## src/logic/rv_pkg.sv

```systemverilog
package rv_pkg;

  // ------------------------------------------------------------------
  // Widths and types
  // ------------------------------------------------------------------
  localparam int xlen       = 32;
  localparam int reg_addr_w = 5;

  typedef logic [xlen-1:0]       word_t;
  typedef logic [reg_addr_w-1:0] reg_addr_t;

  localparam word_t reset_pc = 32'h0000_0000;

  // ------------------------------------------------------------------
  // Opcodes
  // ------------------------------------------------------------------
  localparam logic [6:0] op_lui    = 7'b0110111;
  localparam logic [6:0] op_auipc  = 7'b0010111;
  localparam logic [6:0] op_jal    = 7'b1101111;
  localparam logic [6:0] op_jalr   = 7'b1100111;
  localparam logic [6:0] op_branch = 7'b1100011;
  localparam logic [6:0] op_load   = 7'b0000011;
  localparam logic [6:0] op_store  = 7'b0100011;
  localparam logic [6:0] op_imm    = 7'b0010011;
  localparam logic [6:0] op_reg    = 7'b0110011;
  localparam logic [6:0] op_system = 7'b1110011;

  // addi x0, x0, 0
  localparam word_t instr_nop    = 32'h0000_0013;
  localparam word_t instr_ebreak = 32'h0010_0073;

  // ALU funct3 codes, shared by register and immediate forms
  localparam logic [2:0] f3_add  = 3'b000;
  localparam logic [2:0] f3_sll  = 3'b001;
  localparam logic [2:0] f3_slt  = 3'b010;
  localparam logic [2:0] f3_sltu = 3'b011;
  localparam logic [2:0] f3_xor  = 3'b100;
  localparam logic [2:0] f3_sr   = 3'b101;
  localparam logic [2:0] f3_or   = 3'b110;
  localparam logic [2:0] f3_and  = 3'b111;

  // Branch funct3 codes
  localparam logic [2:0] f3_beq  = 3'b000;
  localparam logic [2:0] f3_bne  = 3'b001;
  localparam logic [2:0] f3_blt  = 3'b100;
  localparam logic [2:0] f3_bge  = 3'b101;
  localparam logic [2:0] f3_bltu = 3'b110;
  localparam logic [2:0] f3_bgeu = 3'b111;

  // ------------------------------------------------------------------
  // Control encodings
  // ------------------------------------------------------------------
  typedef enum logic [3:0] {
    alu_add, alu_sub, alu_and, alu_or, alu_xor, alu_slt,
    alu_sltu, alu_sll, alu_srl, alu_sra, alu_pass_b
  } alu_op_e;

  typedef enum logic [1:0] {a_rs1, a_pc, a_zero} a_src_e;

  typedef enum logic [1:0] {res_alu, res_load, res_pc4} res_src_e;

  typedef struct packed {
    logic       reg_write;
    logic       mem_write;
    logic       mem_read;
    logic       is_branch;
    logic       is_jump;
    logic       jalr;
    logic       b_imm;
    a_src_e     a_src;
    res_src_e   res_src;
    alu_op_e    alu_op;
    logic [2:0] funct3;
  } ctrl_t;

endpackage

```

## src/logic/rv_fetch.sv

```systemverilog
`timescale 1ns/1ps

module rv_fetch (
  input  logic          clk,
  input  logic          rst_n,
  input  logic          pc_sel,
  input  rv_pkg::word_t target,
  input  rv_pkg::word_t imem_data,
  output rv_pkg::word_t pc,
  output rv_pkg::word_t pc_plus4,
  output rv_pkg::word_t instr
);
  import rv_pkg::*;

  // Low through reset and the first cycle after it
  logic started;

  assign pc_plus4 = pc + 32'd4;
  assign instr    = started ? imem_data : instr_nop;

  always_ff @(posedge clk or negedge rst_n) begin
    if (!rst_n) begin
      started <= 1'b0;
      pc      <= reset_pc;
    end else begin
      started <= 1'b1;
      // Hold the PC during the start-up bubble
      if (started) begin
        pc <= pc_sel ? target : pc_plus4;
      end
    end
  end

endmodule

```

## src/logic/rv_decode.sv

```systemverilog
`timescale 1ns/1ps

module rv_decode (
  input  rv_pkg::word_t     instr,
  output rv_pkg::ctrl_t     ctrl,
  output rv_pkg::reg_addr_t rs1,
  output rv_pkg::reg_addr_t rs2,
  output rv_pkg::reg_addr_t rd,
  output rv_pkg::word_t     imm,
  output logic              ebreak
);
  import rv_pkg::*;

  logic [6:0] opcode;
  logic [2:0] funct3;
  logic [6:0] funct7;
  word_t      imm_i;
  word_t      imm_s;
  word_t      imm_b;
  word_t      imm_u;
  word_t      imm_j;

  // ------------------------------------------------------------------
  // Field extraction
  // ------------------------------------------------------------------
  assign opcode = instr[6:0];
  assign rd     = instr[11:7];
  assign funct3 = instr[14:12];
  assign rs1    = instr[19:15];
  assign rs2    = instr[24:20];
  assign funct7 = instr[31:25];

  assign imm_i = {{20{instr[31]}}, instr[31:20]};
  assign imm_s = {{20{instr[31]}}, instr[31:25], instr[11:7]};
  assign imm_b = {{19{instr[31]}}, instr[31], instr[7], instr[30:25], instr[11:8], 1'b0};
  assign imm_u = {instr[31:12], 12'b0};
  assign imm_j = {{11{instr[31]}}, instr[31], instr[19:12], instr[20], instr[30:21], 1'b0};

  // ------------------------------------------------------------------
  // Control decode
  // ------------------------------------------------------------------
  always_comb begin
    ctrl           = '0;
    ctrl.a_src     = a_rs1;
    ctrl.res_src   = res_alu;
    ctrl.alu_op    = alu_add;
    ctrl.funct3    = funct3;
    imm            = imm_i;
    ebreak         = 1'b0;

    case (opcode)
      op_lui: begin
        ctrl.reg_write = 1'b1;
        ctrl.b_imm     = 1'b1;
        ctrl.a_src     = a_zero;
        ctrl.alu_op    = alu_pass_b;
        imm            = imm_u;
      end
      op_auipc: begin
        ctrl.reg_write = 1'b1;
        ctrl.b_imm     = 1'b1;
        ctrl.a_src     = a_pc;
        imm            = imm_u;
      end
      op_jal: begin
        ctrl.reg_write = 1'b1;
        ctrl.is_jump   = 1'b1;
        ctrl.res_src   = res_pc4;
        imm            = imm_j;
      end
      op_jalr: begin
        ctrl.reg_write = 1'b1;
        ctrl.is_jump   = 1'b1;
        ctrl.jalr      = 1'b1;
        ctrl.b_imm     = 1'b1;
        ctrl.res_src   = res_pc4;
      end
      op_branch: begin
        ctrl.is_branch = 1'b1;
        imm            = imm_b;
      end
      op_load: begin
        ctrl.reg_write = 1'b1;
        ctrl.mem_read  = 1'b1;
        ctrl.b_imm     = 1'b1;
        ctrl.res_src   = res_load;
      end
      op_store: begin
        ctrl.mem_write = 1'b1;
        ctrl.b_imm     = 1'b1;
        imm            = imm_s;
      end
      op_imm, op_reg: begin
        ctrl.reg_write = 1'b1;
        ctrl.b_imm     = (opcode == op_imm);
        case (funct3)
          // Only the register form has SUB
          f3_add:  ctrl.alu_op = (opcode == op_reg && funct7[5]) ? alu_sub : alu_add;
          f3_sll:  ctrl.alu_op = alu_sll;
          f3_slt:  ctrl.alu_op = alu_slt;
          f3_sltu: ctrl.alu_op = alu_sltu;
          f3_xor:  ctrl.alu_op = alu_xor;
          f3_sr:   ctrl.alu_op = funct7[5] ? alu_sra : alu_srl;
          f3_or:   ctrl.alu_op = alu_or;
          f3_and:  ctrl.alu_op = alu_and;
          default: ctrl.alu_op = alu_add;
        endcase
      end
      op_system: begin
        ebreak = (instr == instr_ebreak);
      end
      default: begin
        // Unknown opcode falls through as a NOP
        ctrl.reg_write = 1'b0;
      end
    endcase
  end

endmodule

```

## src/logic/rv_regfile.sv

```systemverilog
`timescale 1ns/1ps

module rv_regfile (
  input  logic              clk,
  input  logic              rst_n,
  input  rv_pkg::reg_addr_t rs1,
  input  rv_pkg::reg_addr_t rs2,
  output rv_pkg::word_t     rs1_data,
  output rv_pkg::word_t     rs2_data,
  input  logic              rd_we,
  input  rv_pkg::reg_addr_t rd,
  input  rv_pkg::word_t     rd_data
);
  import rv_pkg::*;

  // x1 to x31, x0 has no storage
  word_t regs [1:31];

  assign rs1_data = (rs1 == '0) ? '0 : regs[rs1];
  assign rs2_data = (rs2 == '0) ? '0 : regs[rs2];

  always_ff @(posedge clk or negedge rst_n) begin
    if (!rst_n) begin
      for (int i = 1; i < 32; i++) begin
        regs[i] <= '0;
      end
    end else if (rd_we && rd != '0) begin
      regs[rd] <= rd_data;
    end
  end

endmodule

```

## src/logic/rv_execute.sv

```systemverilog
`timescale 1ns/1ps

module rv_execute (
  input  rv_pkg::ctrl_t ctrl,
  input  rv_pkg::word_t pc,
  input  rv_pkg::word_t rs1_data,
  input  rv_pkg::word_t rs2_data,
  input  rv_pkg::word_t imm,
  output rv_pkg::word_t alu_result,
  output logic          pc_sel,
  output rv_pkg::word_t target
);
  import rv_pkg::*;

  word_t      alu_a;
  word_t      alu_b;
  logic [4:0] shamt;
  logic       taken;

  // ------------------------------------------------------------------
  // Operand selection
  // ------------------------------------------------------------------
  always_comb begin
    case (ctrl.a_src)
      a_pc:    alu_a = pc;
      a_zero:  alu_a = '0;
      default: alu_a = rs1_data;
    endcase
  end

  assign alu_b = ctrl.b_imm ? imm : rs2_data;
  assign shamt = alu_b[4:0];

  // ------------------------------------------------------------------
  // ALU
  // ------------------------------------------------------------------
  always_comb begin
    case (ctrl.alu_op)
      alu_add:    alu_result = alu_a + alu_b;
      alu_sub:    alu_result = alu_a - alu_b;
      alu_and:    alu_result = alu_a & alu_b;
      alu_or:     alu_result = alu_a | alu_b;
      alu_xor:    alu_result = alu_a ^ alu_b;
      alu_slt:    alu_result = word_t'($signed(alu_a) < $signed(alu_b));
      alu_sltu:   alu_result = word_t'(alu_a < alu_b);
      alu_sll:    alu_result = alu_a << shamt;
      alu_srl:    alu_result = alu_a >> shamt;
      alu_sra:    alu_result = word_t'($signed(alu_a) >>> shamt);
      alu_pass_b: alu_result = alu_b;
      default:    alu_result = '0;
    endcase
  end

  // ------------------------------------------------------------------
  // Branch and jump
  // ------------------------------------------------------------------
  // Compare on the register values, independent of the ALU inputs
  always_comb begin
    case (ctrl.funct3)
      f3_beq:  taken = (rs1_data == rs2_data);
      f3_bne:  taken = (rs1_data != rs2_data);
      f3_blt:  taken = ($signed(rs1_data) < $signed(rs2_data));
      f3_bge:  taken = ($signed(rs1_data) >= $signed(rs2_data));
      f3_bltu: taken = (rs1_data < rs2_data);
      f3_bgeu: taken = (rs1_data >= rs2_data);
      default: taken = 1'b0;
    endcase
  end

  // JALR target is rs1 + imm with bit 0 cleared
  assign target = ctrl.jalr ? {alu_result[31:1], 1'b0} : pc + imm;
  assign pc_sel = (ctrl.is_branch & taken) | ctrl.is_jump;

endmodule

```

## src/logic/rv_writeback.sv

```systemverilog
`timescale 1ns/1ps

module rv_writeback (
  input  rv_pkg::ctrl_t ctrl,
  input  rv_pkg::word_t alu_result,
  input  rv_pkg::word_t rs2_data,
  input  rv_pkg::word_t pc_plus4,
  input  rv_pkg::word_t dmem_rdata,
  output rv_pkg::word_t dmem_addr,
  output rv_pkg::word_t dmem_wdata,
  output logic          dmem_we,
  output logic          rd_we,
  output rv_pkg::word_t rd_data
);
  import rv_pkg::*;

  // Data memory port, word access only
  assign dmem_addr  = alu_result;
  assign dmem_wdata = rs2_data;
  assign dmem_we    = ctrl.mem_write;

  assign rd_we = ctrl.reg_write;

  // Result select
  always_comb begin
    case (ctrl.res_src)
      res_load: rd_data = dmem_rdata;
      res_pc4:  rd_data = pc_plus4;
      default:  rd_data = alu_result;
    endcase
  end

endmodule

```

## src/logic/rv_core.sv

```systemverilog
`timescale 1ns/1ps

module rv_core (
  input  logic          clk,
  input  logic          rst_n,
  output rv_pkg::word_t imem_addr,
  input  rv_pkg::word_t imem_data,
  output rv_pkg::word_t dmem_addr,
  input  rv_pkg::word_t dmem_rdata,
  output rv_pkg::word_t dmem_wdata,
  output logic          dmem_we,
  output logic          ebreak
);
  import rv_pkg::*;

  word_t     pc;
  word_t     pc_plus4;
  word_t     instr;
  ctrl_t     ctrl;
  reg_addr_t rs1;
  reg_addr_t rs2;
  reg_addr_t rd;
  word_t     imm;
  word_t     rs1_data;
  word_t     rs2_data;
  word_t     alu_result;
  logic      pc_sel;
  word_t     target;
  logic      rd_we;
  word_t     rd_data;

  assign imem_addr = pc;

  // ------------------------------------------------------------------
  // Input side
  // ------------------------------------------------------------------
  rv_fetch fetch_i (
    .clk       (clk),
    .rst_n     (rst_n),
    .pc_sel    (pc_sel),
    .target    (target),
    .imem_data (imem_data),
    .pc        (pc),
    .pc_plus4  (pc_plus4),
    .instr     (instr)
  );

  rv_decode decode_i (
    .instr  (instr),
    .ctrl   (ctrl),
    .rs1    (rs1),
    .rs2    (rs2),
    .rd     (rd),
    .imm    (imm),
    .ebreak (ebreak)
  );

  // Register file and execute
  rv_regfile regfile_i (
    .clk      (clk),
    .rst_n    (rst_n),
    .rs1      (rs1),
    .rs2      (rs2),
    .rs1_data (rs1_data),
    .rs2_data (rs2_data),
    .rd_we    (rd_we),
    .rd       (rd),
    .rd_data  (rd_data)
  );

  rv_execute execute_i (
    .ctrl       (ctrl),
    .pc         (pc),
    .rs1_data   (rs1_data),
    .rs2_data   (rs2_data),
    .imm        (imm),
    .alu_result (alu_result),
    .pc_sel     (pc_sel),
    .target     (target)
  );

  // Memory access and write-back
  rv_writeback writeback_i (
    .ctrl       (ctrl),
    .alu_result (alu_result),
    .rs2_data   (rs2_data),
    .pc_plus4   (pc_plus4),
    .dmem_rdata (dmem_rdata),
    .dmem_addr  (dmem_addr),
    .dmem_wdata (dmem_wdata),
    .dmem_we    (dmem_we),
    .rd_we      (rd_we),
    .rd_data    (rd_data)
  );

endmodule

```

## config.mk

```make
export PLATFORM = sky130hd
export DESIGN_NAME = rv_core
export DESIGN_NICKNAME = d
export VERILOG_FILES = /design/src/logic/rv_pkg.sv /design/src/logic/rv_fetch.sv /design/src/logic/rv_decode.sv /design/src/logic/rv_regfile.sv /design/src/logic/rv_execute.sv /design/src/logic/rv_writeback.sv /design/src/logic/rv_core.sv
export SDC_FILE = /design/constraint.sdc
export NUM_CORES = 2
export LEC_CHECK = 0
export BUFFER_PORTS_ARGS = -buffer_cell sky130_fd_sc_hd__buf_2
export CAP_MARGIN = 30
export CORE_MARGIN = 2
export CORE_UTILIZATION = 58
export CTS_CLUSTER_SIZE = 12
export DETAILED_ROUTE_END_ITERATION = 10
export PLACE_DENSITY_LB_ADDON = 0.2
export SLEW_MARGIN = 10
export SYNTH_ARGS = -nofsm -noshare
export SYNTH_HDL_FRONTEND = slang
export SYNTH_HIERARCHICAL = 1
export SYNTH_SLANG_ARGS = --single-unit
```

## constraint.sdc

```tcl
create_clock -name clk -period 8.7 [get_ports clk]
set_input_delay 1.74 -clock clk [delete_from_list [all_inputs] [get_ports clk]]
set_output_delay 1.74 -clock clk [all_outputs]
set_load 0.01 [all_outputs]
```

# Yosys cells after proc, flatten, opt, wreduce, memory -nomap -nowiden
# Index checks and enable logic that the tools add are counted.
dict set report word_totals {
  output_inout_bits 98
  word_cells 138
  inputBits 66
  reg_bits 1025
}
dict set report classes {
  n_shift 3
  n_addsub 4
  eq_ne 34
  n_mux 33
  bitwise 8
  magnitude_cmp 10
  n_reduce_logical 13
}
# operator count
set op_table {}
lappend op_table {{bitwise mux 992 bit} 1}
lappend op_table {{two-way mux 32 bit} 11}
lappend op_table {{case mux 32 bit (11 select lines)} 1}
lappend op_table {{binary-select mux 32 bit (select 5 bit)} 2}
lappend op_table {{demux 32 bit (select 5 bit)} 1}
lappend op_table {{< comparator 32 bit} 4}
lappend op_table {{case mux 32 bit (2 select lines)} 2}
lappend op_table {{case mux 31 bit (4 select lines)} 1}
lappend op_table {{adder 32 bit} 2}
lappend op_table {{greater-or-equal comparator 32 bit} 2}
lappend op_table {{adder 32 x 3 -> 32 bit, second input constant} 1}
lappend op_table {{AND 32 bit} 1}
lappend op_table {{equality test 32 x 21 -> 1 bit, second input constant} 1}
lappend op_table {{equality test 32 bit} 1}
lappend op_table {{inequality test 32 bit} 1}
lappend op_table {{bitwise OR 32 bit} 1}
lappend op_table {{case mux 4 bit (8 select lines)} 1}
lappend op_table {{<< shifter 32 x 5 -> 32 bit} 1}
lappend op_table {{>> shifter 32 x 5 -> 32 bit} 1}
lappend op_table {{>>> shifter 32 x 5 -> 32 bit} 1}
lappend op_table {{subtractor 32 bit} 1}
lappend op_table {{bitwise XOR 32 bit} 1}
lappend op_table {{equality test 7 bit, second input constant} 4}
lappend op_table {{equality test 7 x 6 -> 1 bit, second input constant} 3}
lappend op_table {{29 further kinds} 59}

# Depth between registers and ports, before layout
dict set report logic_depth {
  word_depth 11
  mapped_depth 35
  mapped_depth_nobuf 25
}

# Hierarchy
# Netlist, hierarchy kept.
# mod n_inst seq_area_each_um2 cells_per_inst area_per_inst_um2
set modules_own_cells {}
lappend modules_own_cells {rv_regfile 1 24823.8 4052 53646.5}
lappend modules_own_cells {rv_execute 1 0.0 1868 12689.7}
lappend modules_own_cells {rv_fetch 1 825.8 336 2680.1}
lappend modules_own_cells {rv_writeback 1 0.0 179 1132.3}
lappend modules_own_cells {rv_decode 1 0.0 116 865.8}

# Least setup slack after synthesis
# Ideal clock, no wire load.
dict set report synth_path {
  kind {input to output}
  from {in imem_data[21]}
  to {out dmem_addr[0]}
  stages 26
  required_time_ps 6960
  arrival_ps 7081
  slack_ps -121
  path_buffers 9
  cell_sequence {and2_1 > buf_4 > buf_6 > buf_6 > buf_2 > mux4_2 > a211oi_1 > nor4_2 > mux2_4 > buf_6 > buf_2 > buf_2 > buf_2 > ha_1 > fa_1 > nor2_1 > o31a_1 > o31ai_1 > o311a_1 > o21ai_2 > a21boi_1 > o41ai_1 > a211o_1 > a2111oi_0 > or4_1 > buf_4}
}
dict set report synth_via {
  elab_chain_cells 9
  word_cells_on_any_way 20
  cone_classes {add/sub (2); order compare (2); shift (3); mux (8); bitwise (4); reduce/logical (1)}
}
# element line_no
set synth_lines {}
lappend synth_lines {{from (decl)} rv_core.sv:7} ;# input rv_pkg::word_t imem_data,
lappend synth_lines {{two-way mux 32 bit *} rv_fetch.sv:19} ;# assign instr = started ? imem_data : instr_nop;
lappend synth_lines {{net rs2[1]} rv_core.sv:21} ;# reg_addr_t rs2;
lappend synth_lines {{NOT 5 -> 6 bit (not written as such)} rv_regfile.sv:20} ;# assign rs2_data = (rs2 == '0) ? '0 : regs[rs2];
lappend synth_lines {{binary-select mux 32 bit (select 5 bit)} rv_regfile.sv:20}
lappend synth_lines {{two-way mux 32 bit (not written as such) (2 in series)} rv_regfile.sv:20}
lappend synth_lines {{two-way mux 32 bit *} rv_regfile.sv:20}
lappend synth_lines {{net rs2_data[0]} rv_core.sv:25} ;# word_t rs2_data;
lappend synth_lines {{two-way mux 32 bit *} rv_execute.sv:31} ;# assign alu_b = ctrl.b_imm ? imm : rs2_data;
lappend synth_lines {{subtractor 32 bit (tied with other cells)} rv_execute.sv:40} ;# alu_sub: alu_result = alu_a - alu_b;
lappend synth_lines {{case mux 32 bit (11 select lines) *} rv_execute.sv:38} ;# case (ctrl.alu_op)
lappend synth_lines {{to (decl)} rv_core.sv:8} ;# output rv_pkg::word_t dmem_addr,
# Mark *: on every way through the listed nets, which the timed path passes. The rest lies on a longest branch. The select of a mux whose other input is x is not followed.

# Worst setup path in the final report
dict set report layout_path {
  from {in imem_data[15]}
  to {out dmem_addr[18]}
}
dict set report layout_via {
  elab_chain_cells 9
  word_cells_on_any_way 19
  cone_classes {add/sub (2); shift (3); mux (9); bitwise (4); reduce/logical (1)}
}
# element line_no
set layout_lines {}
lappend layout_lines {{two-way mux 32 bit *} rv_fetch.sv:19}
lappend layout_lines {{net instr[15]} rv_core.sv:18} ;# word_t instr;
lappend layout_lines {{NOT 5 -> 6 bit (not written as such)} rv_regfile.sv:19} ;# assign rs1_data = (rs1 == '0) ? '0 : regs[rs1];
lappend layout_lines {{binary-select mux 32 bit (select 5 bit)} rv_regfile.sv:19}
lappend layout_lines {{two-way mux 32 bit (not written as such) (2 in series)} rv_regfile.sv:19}
lappend layout_lines {{two-way mux 32 bit *} rv_regfile.sv:19}
lappend layout_lines {{net rs1_data[22]} rv_core.sv:24} ;# word_t rs1_data;
lappend layout_lines {{case mux 32 bit (2 select lines) *} rv_execute.sv:24} ;# case (ctrl.a_src)
lappend layout_lines {{>>> shifter 32 x 5 -> 32 bit (tied with other cells)} rv_execute.sv:48} ;# alu_sra: alu_result = word_t'($signed(alu_a) >>> shamt);
lappend layout_lines {{case mux 32 bit (11 select lines) *} rv_execute.sv:38}
# Marked as above.

==> impl_metrics.csv <==
group,metric,value,unit
power_and_ir_drop,clkPwrFrac,21.4,%
setup_path,cp-start-kind,"primary input",
timing,fin_setup_tns,-400,ps
power_and_ir_drop,combPwrFrac,47.5,%
power_and_ir_drop,p_seq_share,31.0,%
floorplanning,initial_core_util,58.4,%
power_and_ir_drop,internal_power,12600,µW
power_and_ir_drop,p_total,21400,µW
timing,setup_ws,-111,ps
floorplanning,die-area,125000,µm²
route,wl,315000,µm
floorplanning,ioPinCount,164,
power_and_ir_drop,p_sw,8790,µW
job,max_cap_viol_count,0,
setup_path,path_max_fanout,15,
global_route,antenna_found_initial,28,
setup_path,cp.arrival,7070,ps
setup_path,crit_path_cell_trace,"buf_4 -> and2_4 -> buf_8 -> bufbuf_16 -> mux4_2 -> a22o_1 -> a31oi_1 -> nor3_4 -> buf_4 -> mux4_2 -> mux2_4 -> mux2_2 -> nor2_4 -> a31o_2 -> a21oi_1 -> o32ai_1 -> buf_4 -> o211ai_1 -> buf_4 -> buf_2",
timing,setup-violations-final,8,
timing,maxSlewHeadroom,24.8,%
clock_network,numCtsBuffers,109,
cells_and_area,nets,7406,
placement,dp_hpwl,220000,µm
power_and_ir_drop,worst_ir_drop_vdd,0.392,mV
synthesis,syn-num-nets,6787,
cells_and_area,final_cells,8876,
clock_network,tritoncts,"built",
timing,rsz0062_at_grt,"true",
timing,fin_skew,75.2,ps
timing,slew_viol_final,0,
cells_and_area,drive_gt1_share,40.3,%
clock_network,htree_levels,3,
timing,hold_violations,0,
global_route,overflow,0,
setup_path,cpPeakStageDelay,720,ps
placement,port_buffers,163,
floorplanning,die_h,354,µm
synthesis,syn_area_per_cell,10.8,µm²
global_route,grt_pass1_vias,62800,
cells_and_area,area_growth,19.3,%
timing,min_period,8810,ps
cells_and_area,mostFrequentLayoutCells,"mux2_2, dfrtp_1, buf_4",
synthesis,synth_area,71000,µm²
clock_network,cts-root-buf,"clkbuf_16",
placement,gp_congestion,1.14,
status,violations,"negative setup slack",
setup_path,crit_path_end_kind,"output port",
setup_path,cp_slowest_cell,"mux4_2",
route,drt_first_pass_iters,8,
clock_network,path_clk_slew,60,ps
clock_network,cts.sinks,1025,
floorplanning,core-area,122000,µm²
global_route,grt_max_degree,181,
setup_path,cpMostUsedCell,"buf_4",
clock_network,insertion_delay,770,ps
timing,min_period_over_period,101,%
setup_path,crit_family,"multiplexers",
route,vias_per_cell,7.22,
timing,fmax,0.113,GHz
global_route,grt_pass1_wl,444000,µm
power_and_ir_drop,p_per_area,253,nW/µm²
route,num_vias,64100,
clock_network,clockBufferDepth,3,
floorplanning,num_rows,128,
power_and_ir_drop,swShare,41.1,%
setup_path,crit_type,"in -> out",
route,drt_iter0_markers,8068,
hold_path,hold_class,"reg -> reg",
cells_and_area,fillers,8984,
floorplanning,die_w,354,µm
cells_and_area,mostFrequentLayoutCell,"mux2_2",
setup_path,worstPathRequired,6960,ps
power_and_ir_drop,p_leak,0.0380,µW
global_route,grt.total_usage,48.8,%
synthesis,synth_warnings,6,
synthesis,netlist_instances,6550,
route,drc,0,
status,status,"complete, but fails checks",
timing,holdWs,508,ps
timing,max_slew.worst_pin.slew,1130,ps
route,wl_per_cell,35.4,µm
placement,dp_cells,8609,
route,ant_nets,0,
setup_path,cp.buffers_inverters,7,
==> sequential cells by signal, indices dropped and copies added (netlist names) <==
register         flops
regfile_i/regs     992
fetch_i/started      1
fetch_i/pc          32
==> final cells by class <==
cell class	count	area [µm²]	share of cell area (%)
repair buffers	1185	10200	12.1
clock buffers	152	3070	3.63
inverters	158	602	0.711
well taps	1625	2030	2.40
multi-input cells	4690	42700	50.4
clock inverters	34	368	0.434
diodes	7	17.5	0.0207
flip-flops and latches	1025	25700	30.3
==> what timing repair did <==
| item | in CTS | in global routing |
|---|---|---|
| cloned | 6 | 5 |
| resized for setup | 113 | 162 |
| hold buffers | 0 | 0 |
| pin swaps | 29 | 64 |
| endpoints found under the setup margin | 26 | 27 |
| setup buffers | 25 | 38 |
==> power groups by stage <==
stage	sequential [µW]	clock [µW]	combinational, µW
after CTS	6550	4610	9480
after global routing	6700	4810	10500
after floorplan	6310	0	5300
final	6630	4590	10200
after detailed placement	6620	0	9270
after global placement	6540	0	9130
==> worst reg2reg max path, delay by kind of cell (launching register included) <==
kind | cells | cell delay [ps]
compound gates | 9 | 1810
fa+ha+maj | 1 | 230
simple gates | 9 | 2680
mux | 1 | 290
buf+inv | 7 | 1240
flops | 1 | 760
==> per-stage QoR <==
step           instance area [µm²]  utilization [%]  worst slack [ps]
3_5_place_dp                 79000             65.0              -814
6_report                     84700             69.7              -111
3_3_place_gp                 78800             64.9              -978
5_1_grt                      84700             69.7              -104
4_1_cts                      83400             68.6             -18.8
2_1_floorplan                71000                -             0.874
==> final timing paths <==
| kind | startpoint | endpoint | slack [ps] | cells after the start |
|---|---|---|---|---|
| min reg2reg | regfile_i/regs[634] | regfile_i/regs[634] | 510 | 1 |
| min in group asynchronous | rst_n | regfile_i/regs[33] | 960 | 1 |
| max | imem_data[15] | dmem_addr[18] | -110 | 20 |
| max in group asynchronous | rst_n | regfile_i/regs[726] | 6210 | 2 |
| max reg2reg | fetch_i/started | regfile_i/regs[416] | 1540 | 27 |
| min | regfile_i/regs[634] | regfile_i/regs[634] | 510 | 1 |
==> routing by layer <==
layer | share of wire [%] | global-route usage (%) | vias to the layer above
met5 | 0.053 | 0.377 | -
met4 | 10 | 39.8 | 24
met3 | 12 | 16.0 | 1574
met2 | 42 | 71.7 | 4703
met1 | 35 | 58.5 | 31900
li1 | - | - | 25900
Note: power is estimated with default switching activity, not from simulation.
